[src/logic/noc_pkg.sv]
`default_nettype none

package noc_pkg;

    // full packet on the tree links
    localparam int PACKET_BITS = 49;

    // user word carried inside a packet
    localparam int PAYLOAD_BITS = 32;

    // routing field widths
    localparam int LEAF_BITS = 5;
    localparam int PORT_BITS = 4;
    localparam int ADDR_BITS = 7;

    // port 0 of every leaf is the configuration port
    localparam logic [PORT_BITS-1:0] CFG_PORT = '0;

    // on send, addr holds the source output port; on receive it is ignored
    typedef struct packed {
        logic                    vld;
        logic [LEAF_BITS-1:0]    dest_leaf;
        logic [PORT_BITS-1:0]    dest_port;
        logic [ADDR_BITS-1:0]    addr;
        logic [PAYLOAD_BITS-1:0] payload;
    } noc_packet_t;

endpackage

`default_nettype wire

[src/logic/leaf_pkg.sv]
`default_nettype none

package leaf_pkg;

    localparam int NUM_IN_PORTS = 3;
    localparam int NUM_OUT_PORTS = 6;

    // wide enough for output ports 1 to 6
    localparam int OUT_PORT_BITS = 3;

    localparam int RESERVED_BITS = noc_pkg::PAYLOAD_BITS - OUT_PORT_BITS
                                   - noc_pkg::LEAF_BITS - noc_pkg::PORT_BITS;

    // producer side of a stream, ack runs back on its own wire
    typedef struct packed {
        logic                             vld;
        logic [noc_pkg::PAYLOAD_BITS-1:0] data;
    } stream_t;

    // route table entry as carried in a config payload
    typedef struct packed {
        logic [OUT_PORT_BITS-1:0]      out_port;
        logic [noc_pkg::LEAF_BITS-1:0] dest_leaf;
        logic [noc_pkg::PORT_BITS-1:0] dest_port;
        logic [RESERVED_BITS-1:0]      reserved;
    } route_cfg_t;

    // one payload, two readings depending on dest_port
    typedef union packed {
        logic [noc_pkg::PAYLOAD_BITS-1:0] word;
        route_cfg_t                       cfg;
    } payload_u;

    // table write from rx to tx
    typedef struct packed {
        logic       en;
        route_cfg_t cfg;
    } route_wr_t;

endpackage

`default_nettype wire

[src/logic/leaf_i3o6.sv]
`default_nettype none
`timescale 1ns/10ps

module leaf_i3o6 #(
    parameter int LEAF_ID    = 5,
    parameter int FIFO_DEPTH = 8
) (
    input  logic                 clk_400,
    input  logic                 reset,
    input  logic                 resend,
    input  noc_pkg::noc_packet_t din_leaf_bft2interface,
    output noc_pkg::noc_packet_t dout_leaf_interface2bft
);
    import leaf_pkg::*;

    route_wr_t route_wr;
    stream_t   in_streams [NUM_IN_PORTS];
    logic      in_acks [NUM_IN_PORTS];
    stream_t   out_streams [NUM_OUT_PORTS];
    logic      out_acks [NUM_OUT_PORTS];

    // input side
    leaf_rx_depacketizer #(
        .LEAF_ID   (LEAF_ID),
        .FIFO_DEPTH(FIFO_DEPTH)
    ) rx_i (
        .clk_400   (clk_400),
        .reset     (reset),
        .din       (din_leaf_bft2interface),
        .route_wr  (route_wr),
        .in_streams(in_streams),
        .in_acks   (in_acks)
    );

    mirror_kernel kernel_i (
        .clk_400    (clk_400),
        .reset      (reset),
        .in_streams (in_streams),
        .in_acks    (in_acks),
        .out_streams(out_streams),
        .out_acks   (out_acks)
    );

    // output side
    leaf_tx_packetizer tx_i (
        .clk_400    (clk_400),
        .reset      (reset),
        .resend     (resend),
        .route_wr   (route_wr),
        .out_streams(out_streams),
        .out_acks   (out_acks),
        .dout       (dout_leaf_interface2bft)
    );

endmodule

`default_nettype wire

[src/logic/leaf_rx_depacketizer.sv]
`default_nettype none
`timescale 1ns/10ps

module leaf_rx_depacketizer #(
    parameter int LEAF_ID    = 5,
    parameter int FIFO_DEPTH = 8
) (
    input  logic                 clk_400,
    input  logic                 reset,
    input  noc_pkg::noc_packet_t din,
    output leaf_pkg::route_wr_t  route_wr,
    output leaf_pkg::stream_t    in_streams [leaf_pkg::NUM_IN_PORTS],
    input  logic                 in_acks [leaf_pkg::NUM_IN_PORTS]
);
    import noc_pkg::*;
    import leaf_pkg::*;

    noc_packet_t pkt_q;
    logic        pkt_vld;
    payload_u    pl;
    logic        cfg_hit;
    logic        push_req [NUM_IN_PORTS];
    logic        full [NUM_IN_PORTS];

    // payload held without reset, only the valid flag is cleared
    always_ff @(posedge clk_400) begin
        pkt_q <= din;
    end

    // drop anything for other leaves right at the input
    always_ff @(posedge clk_400) begin
        if (reset) begin
            pkt_vld <= 1'b0;
        end else begin
            pkt_vld <= din.vld && (din.dest_leaf == LEAF_BITS'(LEAF_ID));
        end
    end

    assign pl.word = pkt_q.payload;
    assign cfg_hit = pkt_vld && (pkt_q.dest_port == CFG_PORT);

    // table write one cycle behind the decode
    always_ff @(posedge clk_400) begin
        if (reset) begin
            route_wr.en <= 1'b0;
        end else begin
            route_wr.en <= cfg_hit;
        end
    end

    always_ff @(posedge clk_400) begin
        if (cfg_hit) begin
            route_wr.cfg <= pl.cfg;
        end
    end

    for (genvar i = 0; i < NUM_IN_PORTS; i++) begin : g_in
        // ports 1..3 map onto fifos 0..2, higher ports fall through
        assign push_req[i] = pkt_vld && (pkt_q.dest_port == PORT_BITS'(i + 1));

        leaf_stream_fifo #(
            .FIFO_DEPTH(FIFO_DEPTH)
        ) fifo_i (
            .clk_400   (clk_400),
            .reset     (reset),
            .push      (push_req[i]),
            .push_data (pl.word),
            .full      (full[i]),
            .out_stream(in_streams[i]),
            .out_ack   (in_acks[i])
        );

        // the network cannot stall, so a full fifo loses the word
        assert property (@(posedge clk_400) disable iff (reset) push_req[i] |-> !full[i])
            else $error("input port %0d overflow, packet dropped", i + 1);
    end

endmodule

`default_nettype wire

[src/logic/leaf_stream_fifo.sv]
`default_nettype none
`timescale 1ns/10ps

module leaf_stream_fifo #(
    parameter int FIFO_DEPTH = 8
) (
    input  logic                             clk_400,
    input  logic                             reset,
    input  logic                             push,
    input  logic [noc_pkg::PAYLOAD_BITS-1:0] push_data,
    output logic                             full,
    output leaf_pkg::stream_t                out_stream,
    input  logic                             out_ack
);
    import noc_pkg::*;

    localparam int PTR_BITS = (FIFO_DEPTH > 1) ? $clog2(FIFO_DEPTH) : 1;
    localparam int CNT_BITS = $clog2(FIFO_DEPTH + 1);

    logic [PAYLOAD_BITS-1:0] mem [FIFO_DEPTH];
    logic [PTR_BITS-1:0]     wr_ptr;
    logic [PTR_BITS-1:0]     rd_ptr;
    logic [CNT_BITS-1:0]     count;
    logic                    wr_en;
    logic                    rd_en;

    assign full = (count == CNT_BITS'(FIFO_DEPTH));
    assign wr_en = push && !full;
    assign rd_en = out_stream.vld && out_ack;

    // head word is shown as soon as it is written
    assign out_stream.vld = (count != '0);
    assign out_stream.data = mem[rd_ptr];

    always_ff @(posedge clk_400) begin
        if (wr_en) begin
            mem[wr_ptr] <= push_data;
        end
    end

    always_ff @(posedge clk_400) begin
        if (reset) begin
            wr_ptr <= '0;
            rd_ptr <= '0;
            count <= '0;
        end else begin
            if (wr_en) begin
                wr_ptr <= (wr_ptr == PTR_BITS'(FIFO_DEPTH - 1)) ? '0 : wr_ptr + 1'b1;
            end
            if (rd_en) begin
                rd_ptr <= (rd_ptr == PTR_BITS'(FIFO_DEPTH - 1)) ? '0 : rd_ptr + 1'b1;
            end
            if (wr_en && !rd_en) begin
                count <= count + 1'b1;
            end else if (rd_en && !wr_en) begin
                count <= count - 1'b1;
            end
        end
    end

    // upstream must drop its own overflow
    assert property (@(posedge clk_400) disable iff (reset) full |-> !push)
        else $error("push into full fifo");

    // consumer acks only a presented word
    assert property (@(posedge clk_400) disable iff (reset) out_ack |-> out_stream.vld)
        else $error("ack without valid");

endmodule

`default_nettype wire

[src/logic/leaf_tx_packetizer.sv]
`default_nettype none
`timescale 1ns/10ps

module leaf_tx_packetizer (
    input  logic                 clk_400,
    input  logic                 reset,
    input  logic                 resend,
    input  leaf_pkg::route_wr_t  route_wr,
    input  leaf_pkg::stream_t    out_streams [leaf_pkg::NUM_OUT_PORTS],
    output logic                 out_acks [leaf_pkg::NUM_OUT_PORTS],
    output noc_pkg::noc_packet_t dout
);
    import noc_pkg::*;
    import leaf_pkg::*;

    route_cfg_t               route_table [NUM_OUT_PORTS];
    logic [OUT_PORT_BITS-1:0] wr_idx;
    logic                     wr_ok;
    logic [OUT_PORT_BITS-1:0] last_grant;
    logic [OUT_PORT_BITS-1:0] grant_idx;
    logic                     found;
    logic                     grant;
    logic [NUM_OUT_PORTS-1:0] ack_vec;
    noc_packet_t              pkt_next;
    noc_packet_t              dout_q;

    // out_port 0 and 7 name no stream
    assign wr_ok = route_wr.en && (route_wr.cfg.out_port != '0)
                   && (route_wr.cfg.out_port <= OUT_PORT_BITS'(NUM_OUT_PORTS));
    assign wr_idx = route_wr.cfg.out_port - OUT_PORT_BITS'(1);

    always_ff @(posedge clk_400) begin
        if (reset) begin
            for (int k = 0; k < NUM_OUT_PORTS; k++) begin
                route_table[k] <= '0;
            end
        end else if (wr_ok) begin
            route_table[wr_idx] <= route_wr.cfg;
        end
    end

    // round robin, search starts just after the last grant
    always_comb begin
        int idx;
        found = 1'b0;
        grant_idx = '0;
        for (int k = 1; k <= NUM_OUT_PORTS; k++) begin
            idx = int'(last_grant) + k;
            if (idx >= NUM_OUT_PORTS) begin
                idx = idx - NUM_OUT_PORTS;
            end
            if (!found && out_streams[idx].vld) begin
                found = 1'b1;
                grant_idx = OUT_PORT_BITS'(idx);
            end
        end
    end

    assign grant = found && !resend;

    for (genvar j = 0; j < NUM_OUT_PORTS; j++) begin : g_ack
        assign ack_vec[j] = grant && (grant_idx == OUT_PORT_BITS'(j));
        assign out_acks[j] = ack_vec[j];
    end

    always_comb begin
        pkt_next.vld = 1'b1;
        pkt_next.dest_leaf = route_table[grant_idx].dest_leaf;
        pkt_next.dest_port = route_table[grant_idx].dest_port;
        pkt_next.addr = ADDR_BITS'(grant_idx) + ADDR_BITS'(1);
        pkt_next.payload = out_streams[grant_idx].data;
    end

    always_ff @(posedge clk_400) begin
        if (reset) begin
            last_grant <= OUT_PORT_BITS'(NUM_OUT_PORTS - 1);
        end else if (grant) begin
            last_grant <= grant_idx;
        end
    end

    // a packet caught by resend is held and shown once it drops
    always_ff @(posedge clk_400) begin
        if (reset) begin
            dout_q <= '0;
        end else if (!resend) begin
            dout_q <= grant ? pkt_next : '0;
        end
    end

    assign dout = resend ? '0 : dout_q;

    assert property (@(posedge clk_400) disable iff (reset)
                     $onehot0(ack_vec) && (resend -> ack_vec == '0))
        else $error("bad ack pattern on output streams");

endmodule

`default_nettype wire

[src/logic/mirror_kernel.sv]
`default_nettype none
`timescale 1ns/10ps

module mirror_kernel (
    input  logic              clk_400,
    input  logic              reset,
    input  leaf_pkg::stream_t in_streams [leaf_pkg::NUM_IN_PORTS],
    output logic              in_acks [leaf_pkg::NUM_IN_PORTS],
    output leaf_pkg::stream_t out_streams [leaf_pkg::NUM_OUT_PORTS],
    input  logic              out_acks [leaf_pkg::NUM_OUT_PORTS]
);
    import noc_pkg::*;
    import leaf_pkg::*;

    logic                    out_vld [NUM_OUT_PORTS];
    logic [PAYLOAD_BITS-1:0] out_data [NUM_OUT_PORTS];
    logic                    can_load [NUM_OUT_PORTS];
    logic                    take [NUM_IN_PORTS];

    // output register free now or freed by this cycle's ack
    for (genvar j = 0; j < NUM_OUT_PORTS; j++) begin : g_free
        assign can_load[j] = !out_vld[j] || out_acks[j];
    end

    // input i owns outputs 2i and 2i+1
    for (genvar i = 0; i < NUM_IN_PORTS; i++) begin : g_take
        assign take[i] = in_streams[i].vld && can_load[2*i] && can_load[2*i+1];
        assign in_acks[i] = take[i];
    end

    for (genvar j = 0; j < NUM_OUT_PORTS; j++) begin : g_out
        localparam int SRC = j / 2;
        localparam bit INVERT = (j % 2) == 1;

        always_ff @(posedge clk_400) begin
            if (reset) begin
                out_vld[j] <= 1'b0;
            end else if (take[SRC]) begin
                out_vld[j] <= 1'b1;
            end else if (out_acks[j]) begin
                out_vld[j] <= 1'b0;
            end
        end

        // odd outputs carry the complement
        always_ff @(posedge clk_400) begin
            if (take[SRC]) begin
                out_data[j] <= INVERT ? ~in_streams[SRC].data : in_streams[SRC].data;
            end
        end

        assign out_streams[j].vld = out_vld[j];
        assign out_streams[j].data = out_data[j];

        // a pending word waits unchanged for the packetizer
        assert property (@(posedge clk_400) disable iff (reset)
                         out_vld[j] && !out_acks[j] |=> out_vld[j] && $stable(out_data[j]))
            else $error("output %0d changed before ack", j + 1);
    end

endmodule

`default_nettype wire

[config.mk]
export PLATFORM = sky130hd
export DESIGN_NAME = leaf_i3o6
export DESIGN_NICKNAME = d
export VERILOG_FILES = /design/src/logic/noc_pkg.sv /design/src/logic/leaf_pkg.sv /design/src/logic/leaf_i3o6.sv /design/src/logic/leaf_rx_depacketizer.sv /design/src/logic/leaf_stream_fifo.sv /design/src/logic/leaf_tx_packetizer.sv /design/src/logic/mirror_kernel.sv
export SDC_FILE = /design/constraint.sdc
export NUM_CORES = 1
export LEC_CHECK = 0
export BUFFER_PORTS_ARGS = -buffer_cell sky130_fd_sc_hd__buf_2
export CORE_ASPECT_RATIO = 0.9
export CORE_MARGIN = 4
export CORE_UTILIZATION = 41
export CTS_BUF_LIST = sky130_fd_sc_hd__clkbuf_4 sky130_fd_sc_hd__clkbuf_8 sky130_fd_sc_hd__clkbuf_16
export DETAILED_ROUTE_END_ITERATION = 7
export GPL_TIMING_DRIVEN = 0
export PLACE_DENSITY_LB_ADDON = 0.05
export SKIP_CTS_REPAIR_TIMING = 1
export SYNTH_ARGS = -nofsm -noshare
export SYNTH_HDL_FRONTEND = slang
export SYNTH_SLANG_ARGS = --single-unit
[constraint.sdc]
create_clock -name clk_400 -period 9.87 [get_ports clk_400]
set_clock_uncertainty 0.15 [all_clocks]
set_input_delay 1.974 -clock clk_400 [delete_from_list [all_inputs] [get_ports clk_400]]
set_output_delay 1.974 -clock clk_400 [all_outputs]
set_load 0.01 [all_outputs]
* Yosys cells after proc, flatten, opt, wreduce, memory -nomap -nowiden
Memory sizes are Yosys's and may differ from the RTL's. A register that Yosys moved wholly into a read port is not among the register bits.
Cells that the tools add are included.
Widths: inputs -> output; s select.
** Cells by class
- Bitwise gates (word level) :: 22
- Muxes and demuxes :: 121
- $lt $le $gt $ge :: 14
- Add/subtract/negate cells :: 26
- Equality and inequality tests :: 18
- Reductions and logical operators :: 74
** Operators by type and width (number)
- $bmux 33 s3 :: 7
- $mux 33 :: 12
- $ge 32x4->1 const B :: 12
- $mux 32 :: 9
- $not 32->32 :: 9
- $sub 32x4->32 const B :: 6
- $mux 49 :: 2
- $mux 1 :: 66
- $mux 3 :: 19
- $logic_and 1x1->1 :: 37
- $reduce_or 32->1 :: 1
- $eq 3x3->1 const B :: 8
- $mux 4 :: 6
- $logic_not 1->1 :: 21
- $add 3x1->3 const B :: 6
- $add 3x3->4 const B :: 3
- $add 4x1->4 const B :: 3
- $eq 4x4->1 const B :: 3
- $or 1x1->1 :: 12
- $reduce_bool 4->1 :: 3
- $sub 4x1->4 const B :: 3
- $add 3x1->4 const B :: 2
- $add 3x2->4 const B :: 2
- $eq 4x2->1 const B :: 2
- other kinds (13) :: 21
** Storage, ports and cells
- RAM bits :: 1158
- Memories :: 6
- Logic and storage cells :: 304
- Bits of input ports :: 52
- Register bits :: 152
- Output and inout bits :: 49
** Memory list
- rx_i.g_in[0].fifo_i.mem :: depth 8, width 32, read ports 1, clocked after Yosys merged registers in 1, write ports 1, RTL line leaf_stream_fifo.sv:20 : logic [PAYLOAD_BITS-1:0] mem [FIFO_DEPTH];
- rx_i.g_in[1].fifo_i.mem :: depth 8, width 32, read ports 1, clocked after Yosys merged registers in 1, write ports 1, RTL line leaf_stream_fifo.sv:20
- rx_i.g_in[2].fifo_i.mem :: depth 8, width 32, read ports 1, clocked after Yosys merged registers in 1, write ports 1, RTL line leaf_stream_fifo.sv:20
- kernel_i.out_data :: depth 6, width 32, read ports 6, clocked after Yosys merged registers in 0, write ports 6, RTL line mirror_kernel.sv:16 : logic [PAYLOAD_BITS-1:0] out_data [NUM_OUT_PORTS];
- tx_i.route_table :: depth 6, width 32, read ports 1, clocked after Yosys merged registers in 0, write ports 6, RTL line leaf_tx_packetizer.sv:16 : route_cfg_t route_table [NUM_OUT_PORTS];
- kernel_i.out_vld :: depth 6, width 1, read ports 6, clocked after Yosys merged registers in 0, write ports 6, RTL line mirror_kernel.sv:15 : logic out_vld [NUM_OUT_PORTS];

* Depth between registers and ports, before layout
Gate-level depths: netlist of the first run.
- Depth after elaboration :: 33
- Gate-level depth with buffers :: 32

* Hierarchy
A second synthesis of the first run with hierarchy kept.
** Unflattened totals
- Cell total of the unflattened synthesis :: 2645
- Area, all modules :: 47782.1 µm²
** By module, submodules not included
- leaf_stream_fifo (rx_i.g_in[0].fifo_i ...) :: sequential area each 7947.6 µm², area each 10416.2 µm², instances 2, cells each 447
- leaf_stream_fifo (rx_i.g_in[2].fifo_i) :: sequential area each 7947.6 µm², area each 10422.5 µm², instances 1, cells each 447
- leaf_tx_packetizer :: sequential area each 3143.0 µm², area each 8116.5 µm², instances 1, cells each 889
- mirror_kernel :: sequential area each 5945.7 µm², area each 6613.8 µm², instances 1, cells each 334
- leaf_rx_depacketizer :: sequential area each 1721.7 µm², area each 1796.7 µm², instances 1, cells each 81

* Least setup slack after synthesis of the first run
OpenSTA, ideal clock, no wires.
- Path type :: register -> register
- From :: register tx_i.last_grant[0]
- To :: register rx_i.g_in[2].fifo_i.count[3]
- Arrival time :: 8728 ps
- Buffers on the path :: 5
- Clock period less this slack :: 8948 ps
- Setup time :: 70 ps
- Slack :: 922 ps
- Stages on the path, launching flop included :: 29
- Cell sequence :: dfxtp_1 buf_6 buf_6 inv_1 ha_1 inv_1 ha_1 o311ai_2 a211oi_2 or4_4 nor3_1 o22ai_1 buf_2 buf_2 buf_2 inv_1 ha_1 nand2_1 a2111o_1 nor2_1 inv_1 ha_1 inv_1 ha_1 a21o_1 a21oi_1 xnor2_1 or3_1 a21oi_1
** On the way
- Longest elaborated chain between the ends :: 32
- Elaborated cells on any way between the ends :: 85
- Classes of those cells :: add/sub (12); order compare (6); eq/ne (2); mux (37); bitwise (6); reduce/logical (22)
** Ends and longest elaborated chain
- from (decl) :: RTL line leaf_tx_packetizer.sv:19 : logic [OUT_PORT_BITS-1:0] last_grant;
- from (signal assigned) :: RTL line leaf_tx_packetizer.sv:76 : last_grant <= OUT_PORT_BITS'(NUM_OUT_PORTS - 1);
- from (signal assigned) :: RTL line leaf_tx_packetizer.sv:78 : last_grant <= grant_idx;
- $add 3x1->4 :: RTL line leaf_tx_packetizer.sv:48 : idx = int'(last_grant) + k;
- $sub 32x4->32 / $ge 32x4->1 (equally long branches) :: RTL line leaf_tx_packetizer.sv:50, leaf_tx_packetizer.sv:49
- $mux 32 :: RTL line leaf_tx_packetizer.sv:49 : if (idx >= NUM_OUT_PORTS) begin
- $not 32->32 (not written as such) :: RTL line leaf_tx_packetizer.sv:52 : if (!found && out_streams[idx].vld) begin
- $bmux 33 s3 :: RTL line leaf_tx_packetizer.sv:52
- $mux 33 (not written as such) (2 in series) :: RTL line leaf_tx_packetizer.sv:52
- $mux 1 :: RTL line leaf_tx_packetizer.sv:52
- $logic_not 1->1 :: RTL line leaf_tx_packetizer.sv:52
- [... 16 more ...]
- $logic_or 1x1->1 :: RTL line mirror_kernel.sv:22 : assign can_load[j] = !out_vld[j] || out_acks[j];
- $logic_and 1x1->1 :: RTL line mirror_kernel.sv:27 : assign take[i] = in_streams[i].vld && can_load[2*i] && can_load[2*i+1];
- $logic_and 1x1->1 (*) :: RTL line mirror_kernel.sv:27
- named net rx_i.g_in[2].fifo_i.out_ack :: RTL line leaf_stream_fifo.sv:13 : input logic out_ack
- $logic_and 1x1->1 (*) :: RTL line leaf_stream_fifo.sv:29 : assign rd_en = out_stream.vld && out_ack;
- $logic_not 1->1 :: RTL line leaf_stream_fifo.sv:53 : if (wr_en && !rd_en) begin
- $logic_and 1x1->1 :: RTL line leaf_stream_fifo.sv:53
- $mux 4 / $reduce_bool 2->1 (equally long branches)
- to (signal assigned) :: RTL line leaf_stream_fifo.sv:54 : count <= count + 1'b1;
- to (signal assigned) :: RTL line leaf_stream_fifo.sv:56 : count <= count - 1'b1;
- to (decl) :: RTL line leaf_stream_fifo.sv:23 : logic [CNT_BITS-1:0] count;
Mark *: on every way through the listed nets, which the timed path passes. The rest lies on a longest branch. The select of a mux whose other input is x is not followed.
A chain may end at the register's enable or synchronous reset.

* Final worst setup path of the first run
- From :: register tx_i.last_grant[0]
- To :: register rx_i.g_in[0].fifo_i.count[3]
** On the way
- Longest elaborated chain between the ends :: 32
- Elaborated cells on any way between the ends :: 85
- Classes of those cells :: add/sub (12); order compare (6); eq/ne (1); mux (37); bitwise (6); reduce/logical (23)
** Ends and longest elaborated chain (RTL line)
- $add 3x1->4 :: leaf_tx_packetizer.sv:48
- $sub 32x4->32 / $ge 32x4->1 (equally long branches) :: leaf_tx_packetizer.sv:50, leaf_tx_packetizer.sv:49
- $mux 32 :: leaf_tx_packetizer.sv:49
- $not 32->32 (not written as such) :: leaf_tx_packetizer.sv:52
- $bmux 33 s3 :: leaf_tx_packetizer.sv:52
- $mux 33 (not written as such) (2 in series) :: leaf_tx_packetizer.sv:52
- $mux 1 :: leaf_tx_packetizer.sv:52
- $logic_not 1->1 :: leaf_tx_packetizer.sv:52
- [... 16 more ...]
- $logic_or 1x1->1 :: mirror_kernel.sv:22
- $logic_and 1x1->1 :: mirror_kernel.sv:27
- $logic_and 1x1->1 (*) :: mirror_kernel.sv:27
- named net rx_i.g_in[0].fifo_i.out_ack :: leaf_stream_fifo.sv:13
- $logic_and 1x1->1 (*) :: leaf_stream_fifo.sv:29
- $logic_not 1->1 :: leaf_stream_fifo.sv:53
- $logic_and 1x1->1 :: leaf_stream_fifo.sv:53
- $mux 4 / $reduce_bool 2->1 (equally long branches)
- to (signal assigned) :: leaf_stream_fifo.sv:54
- to (signal assigned) :: leaf_stream_fifo.sv:56
- to (decl) :: leaf_stream_fifo.sv:23
Marks and branches as above.

==> results of run 1 <==
## per-stage QoR
stage	setup WS (ps)	cells	hold slack, ps
after floorplan	921.5	2484	290.7
after global placement	-1133	4047	314.2
after detailed placement	1747	4125	303.8
after CTS	1706	4359	312.6
after global routing	1138	4360	340.6
final	1691	4367	309.2
## layout make-up
cell class,instances,area [sq um]
antenna,8,20.02
buffer,120,531.8
clock buffer,189,3938
clock inverter,45,436.7
fill,9328,57500
inverter,132,498.0
multi-input combinational,1056,11280
sequential,1176,34050
tap,1475,1846
timing repair buffer,166,1368
## layer usage
metal | track usage, % | share of wire [%] | vias up | wire length [microns]
met5 | 0 | 0 | - | 0
met1 | 27.27 | 46 | 12090 | 50920
met2 | 28.78 | 46 | 580 | 50330
met3 | 3.242 | 5.2 | 158 | 5726
li1 | - | - | 10440 | -
met4 | 5.776 | 2.6 | 0 | 2836
## cells by family after synthesis
group | count (synthesis)
DFF | 1176
muxes | 470
and+or+nand+nor | 325
buffers and inverters | 252
AOI/OAI and AO/OA | 202
adders and majority gates | 43
xor gates and xnor gates | 13
other | 1
## final timing paths
| kind | from | to | depth (start not counted) |
|---|---|---|---|
| setup / recovery | tx_i.last_grant[0]$_SDFFE_PP1P_ | rx_i.g_in[0].fifo_i.count[3]$_SDFFE_PP0P_ | 28 |
| hold reg to reg | tx_i.dout_q[32]$_SDFFE_PP0N_ | tx_i.dout_q[32]$_SDFFE_PP0N_ | 2 |
| hold / removal | tx_i.dout_q[32]$_SDFFE_PP0N_ | tx_i.dout_q[32]$_SDFFE_PP0N_ | 2 |
| setup reg to reg | tx_i.last_grant[0]$_SDFFE_PP1P_ | rx_i.g_in[0].fifo_i.count[3]$_SDFFE_PP0P_ | 28 |
## worst max-delay path, delay by kind of cell, from the launching register on
| kind | cells | cell delay (ps) |
|---|---|---|
| xor gates and xnor gates | 1 | 90 |
| adders and majority gates | 5 | 1540 |
| DFF | 1 | 440 |
| AOI/OAI and AO/OA | 7 | 1740 |
| and+or+nand+nor | 5 | 2020 |
| buffers and inverters | 10 | 2050 |
## cells in the final DEF, fill, tap and decap left out, types with 13 or more instances in the layout
master     instances
mux2i_1          202
a21o_1            14
a221oi_1          31
mux4_2           202
a311oi_1          31
clkbuf_8          19
nor2_1            93
inv_1            128
clkbuf_16        137
ha_1              40
nor3_2            13
clkbuf_1          62
buf_4             24
nor3_1            19
buf_1             35
mux2_2            64
edfxtp_1        1050
buf_6             57
dfxtp_1          126
nand2_1           91
buf_2             96
clkinv_1          16
clkbuf_4          34
nor2b_1           46
o21ai_0           23
a21oi_1           36
clkinv_2          15
## report_power, final
part           internal (mW)  switching [mW]
clock network           2.98            1.89
registers               6.13           0.223
logic                   2.62            3.87
## registers in the layout, indices dropped and copies added, names as in the netlist, named ones only
signal / flops
tx_i.last_grant: 3
tx_i.route_table: 72
kernel_i.out_data: 192
rx_i.pl: 32
rx_i.g_in.fifo_i.count: 12
rx_i.g_in.fifo_i.mem: 768
rx_i.route_wr: 13
rx_i.g_in.fifo_i.rd_ptr: 9
rx_i.pkt_vld: 1
tx_i.dout_q: 46
rx_i.pkt_q: 4
kernel_i.out_vld: 6
rx_i.g_in.fifo_i.wr_ptr: 9
==> reports/qor.txt, run 1 <==
gp weighted congestion: 0.8876
Post-synth top cells: edfxtp_1 (1050), mux2i_1 (202), mux4_2 (202)
First-pass DRT Iterations: 5
hold crit path type: register to register
DRC Markers: 0
Peak VDD IR: 261.1 uV
CTS Sinks: 1176
die area: 118100 sq um
P&R area growth vs syn: 16.87%
Post-Synth XOR/XNOR Area: 0.2791%
post-detail-place hpwl: 77330 microns
count leader, synth: edfxtp_1
crit path DAT: 8660 ps
largest net degree at the start of global routing: 69
CTS tree: built
Worst-path clk slew: 50 ps
Synth Area in Adders: 1.214%
grt total ovfl: 0
period utilization: 82.87%
Synth Flop Type: edfxtp_1
cts bufs inserted: 130
TNS Setup: 0 ps
Synth Warn #: 0
Synth Register Bits: 1176
CTS H-Tree Depth: 4
Starting DRT DRC Count: 1834
first-pass GRT wire length: 160300 microns
Tmin final: 8179 ps
root buffer selected by CTS: clkbuf_16
Max Buffers Root-to-Sink: 3
Mapped Avg Cell Area: 18.61 sq um
All-Layer GR Usage: 18.66%
initial core utilization: 41.43%
Startpoint Class: register
mux cell area share after synthesis: 15.85%
fin area: 53970 sq um
post-synthesis sequential area ratio: 73.74%
Core Box Area: 111500 sq um
largest area contributor in the synthesized netlist: edfxtp_1
PwrDens: 328.0 nW/um^2
LEAKAGE: 18.03 nW
Post-Route WL: 109800 microns
Die W: 361.8 microns
Setup-failing EPs final: 0
latest clock arrival within the worst-skew pair: 720 ps
CP max FO: 68
Post-Syn Area: 46180 sq um
# nets final: 2877
vias in the first global route: 23880
die height: 326.4 microns
final total power: 17.70 mW
DP Area: 49570 sq um
CP Data Required Time: 10350 ps
FP Rows: 116
Async S/R FF share, synth: 0%
Ports: 101
Core Util, Final: 48.42%
DR WL/cell: 25.15 microns
distinct cell type count after synthesis: 81
final hold vios: 0
run status: completed
vias per cell: 5.326
post-route antenna net violation count: 0
Max-Cap Viols: 0
critical path class: register to register
top post-synthesis cells by area: edfxtp_1 (68%), mux4_2 (9.9%), dfxtp_1 (5.5%)
post-synthesis simple-gate area fraction: 3.349%
initial antenna violation count: 11
share of cells above drive strength 1: 25.21%
vias: 23260
top-area cell type share of the netlist area: 68.28%
r2r setup slk: 1690 ps
CP max stage cell: and2_4
Max Clock Freq: 0.1223 GHz
RSZ-0062 raised after global routing: false
Final Max Slew Viols: 0
worst slew pin tran: 1372 ps
Port Buffers: 88
Synth Area in Compound Gates: 3.333%
type of destination of the critical path: register
EDFF count, synth: 1050
Cells after Synth: 2482
Rel. slew slack: 8.391%
largest family of logic cells by synthesized area: multiplexers
CP peak stage delay: 780 ps
No activity file was read; power rests on OpenSTA's default activity.
==> run 2, diff against run 1 <==
Clock period 9.87 ns to 7.8 ns, I/O delays scaled along.
==> run 2 against run 1 <==
Critical path depth stayed put. Clock power grew 22%. First-iteration DRC count decreased by 3.5%. Die area unchanged. Clock-buffer cell count decreased by 32. Total power rose by 26%. Non-clock buffer count is 3 lower. Sequential power increased by 26%. Via count up 0.43%. Worst hold slack better by 5.0 ps. Combinational power rose by 28%. Global-route usage fell by 0.20 points. Critical path type unchanged. Critical endpoint is now rx_i.g_in[2].fifo_i.count[3]$_SDFFE_PP0P_.
==> reports/qor.txt, run 2 (synthesized netlist as in run 1, its figures left out) <==
Max-Cap Viols: 0 (unchanged)
Post-Route WL: 109300 microns (-0.44%)
final hold vios: 0 (unchanged)
most common cell after layout, fill and taps aside: edfxtp_1
crit path DAT: 7670 ps (-990 ps)
CTS tree: built
Starting DRT DRC Count: 1770 (-3.5%)
RSZ-0062 raised after global routing: false
Max Clock Freq: 0.1388 GHz (+14%)
R2R Path Start: tx_i.last_grant[0]$_SDFFE_PP1P_
die area: 118100 sq um (unchanged)
LEAKAGE: 17.91 nW (-0.67%)
Peak VDD IR: 407.7 uV (+56%)
grt total ovfl: 0 (unchanged)
die height: 326.4 microns (unchanged)
period utilization: 92.36% (+9.5 points)
PwrDens: 414.3 nW/um^2 (+26%)
All-Layer GR Usage: 18.46% (-0.20 points)
largest reg by FF count: rx_i.g_in.fifo_i.mem
post-detail-place hpwl: 76460 microns (-1.1%)
Setup-failing EPs final: 0 (unchanged)
Worst-path clk slew: 60 ps (about the same)
CP max FO: 10 (-85%)
type of destination of the critical path: register
largest net degree at the start of global routing: 68 (-1.4%)
gp weighted congestion: 0.8728 (-1.7%)
Startpoint Class: register
Final Max Slew Viols: 0 (unchanged)
run status: completed
share of cells above drive strength 1: 25.15% (-0.060 points)
CP Data Required Time: 8270 ps (-2080 ps)
CP max stage cell: a2111o_1
# nets final: 2867 (-0.35%)
Largest register FFs: 768 (unchanged)
first-pass GRT wire length: 159700 microns (-0.34%)
P&R area growth vs syn: 16.53%
initial core utilization: 41.43% (unchanged)
cts bufs inserted: 121 (-6.9%)
CP peak stage delay: 660 ps (-120 ps)
DR WL/cell: 25.08 microns (-0.28%)
Port Buffers: 88 (unchanged)
Tmin final: 7204 ps (-975.0 ps)
Core Box Area: 111500 sq um (unchanged)
Top Registers: rx_i.g_in.fifo_i.mem x768, kernel_i.out_data x192, tx_i.route_table x72
vias: 23360 (+0.43%)
Max Buffers Root-to-Sink: 3 (unchanged)
Die W: 361.8 microns (unchanged)
latest clock arrival within the worst-skew pair: 710 ps (about the same)
initial antenna violation count: 5 (-6)
final total power: 22.29 mW (+26%)
root buffer selected by CTS: clkbuf_16
hold worst-path end: tx_i.dout_q[48]$_SDFFE_PP0N_
Hold Path Cell Cnt: 2 (unchanged)
Core Util, Final: 48.27% (-0.14 points)
vias in the first global route: 23850 (-0.14%)
FP Rows: 116 (unchanged)
reg2reg end: rx_i.g_in[2].fifo_i.count[3]$_SDFFE_PP0P_
vias per cell: 5.357 (+0.59%)
hold crit path type: register to register
worst slew pin tran: 1278 ps (-93.84 ps)
Hold Startpoint: tx_i.dout_q[48]$_SDFFE_PP0N_
CTS Sinks: 1176 (unchanged)
First-pass DRT Iterations: 5 (unchanged)
r2r setup slk: 600 ps (-1100 ps)
post-route antenna net violation count: 0 (unchanged)
Rel. slew slack: 14.77% (+6.4 points)
CTS H-Tree Depth: 3 (-1)
Ports: 101 (unchanged)
critical path class: register to register
most frequent cells in the layout: edfxtp_1 (1050), mux4_2 (202), mux2i_1 (201)
DRC Markers: 0 (unchanged)
R2R depth: 28 (unchanged)
==> run 2: cell type report <==
| class | instances | area (sq um) |
|---|---|---|
| antenna | 6 | 15.01 |
| buffer | 118 | 535.5 |
| timing repair buffer | 165 | 1365 |
| clock buffer | 157 | 3366 |
| multi-input combinational | 1058 | 11310 |
| inverter | 132 | 498.0 |
| sequential | 1176 | 34050 |
| clock inverter | 73 | 819.5 |
| fill | 9236 | 57660 |
| tap | 1475 | 1846 |
==> run 2: metrics by stage <==
| stage | setup TNS, ps | instance area (sq um) | std cells | hold WS, ps | worst slack [ps] |
|---|---|---|---|---|---|
| floorplan | -45.70 | 46190 | 2484 | 290.7 | -45.70 |
| global placement | -71970 | 48480 | 4047 | 316.2 | -1652 |
| detailed placement | -235.5 | 49560 | 4123 | 305.2 | -146.4 |
| CTS | -325.5 | 53750 | 4353 | 315.0 | -178.5 |
| global route | 0 | 53790 | 4354 | 357.1 | 94.43 |
| finish | 0 | 53810 | 4360 | 314.2 | 596.2 |
==> run 2: where the power goes <==
part           leakage [nW]  switching (mW)  internal (mW)  total (mW)
Clock                  2.08            2.41           3.55        5.95
Sequential             10.6           0.280           7.74        8.02
Combinational          5.19            4.93           3.39        8.32
==> run 2: routing by layer <==
metal	wire length, microns	part of all wire (%)	global-route usage (%)
met1	50940	47	27.20
met2	50350	46	28.71
met4	2874	2.6	5.137
met5	0	0	0
met3	5165	4.7	2.925
==> run 2: worst max-delay path, delay by kind of cell (launching register included) <==
kind / cells / cell delay (ps)
fa+ha+maj: 5 / 1490
simple gates: 3 / 650
compound gates: 8 / 2250
xor+xnor: 1 / 90
mux: 1 / 160
buf+inv: 10 / 1900
flops: 1 / 420
==> run 2: how the worst max path moves through the flow <==
stage / start / end / slack (ps) / cells past startpoint
after global placement: tx_i.last_grant[0]$_SDFFE_PP1P_ / rx_i.g_in[2].fifo_i.count[3]$_SDFFE_PP0P_ / -1650 / 28
final: tx_i.last_grant[0]$_SDFFE_PP1P_ / rx_i.g_in[2].fifo_i.count[3]$_SDFFE_PP0P_ / 600 / 28
after global routing: tx_i.last_grant[0]$_SDFFE_PP1P_ / rx_i.g_in[2].fifo_i.count[3]$_SDFFE_PP0P_ / 90 / 28
after detailed placement: tx_i.last_grant[0]$_SDFFE_PP1P_ / rx_i.g_in[1].fifo_i.count[3]$_SDFFE_PP0P_ / -150 / 31
after floorplan: tx_i.last_grant[0]$_SDFFE_PP1P_ / rx_i.g_in[2].fifo_i.count[3]$_SDFFE_PP0P_ / -50 / 28
after CTS: tx_i.last_grant[0]$_SDFFE_PP1P_ / rx_i.g_in[1].fifo_i.count[3]$_SDFFE_PP0P_ / -180 / 31
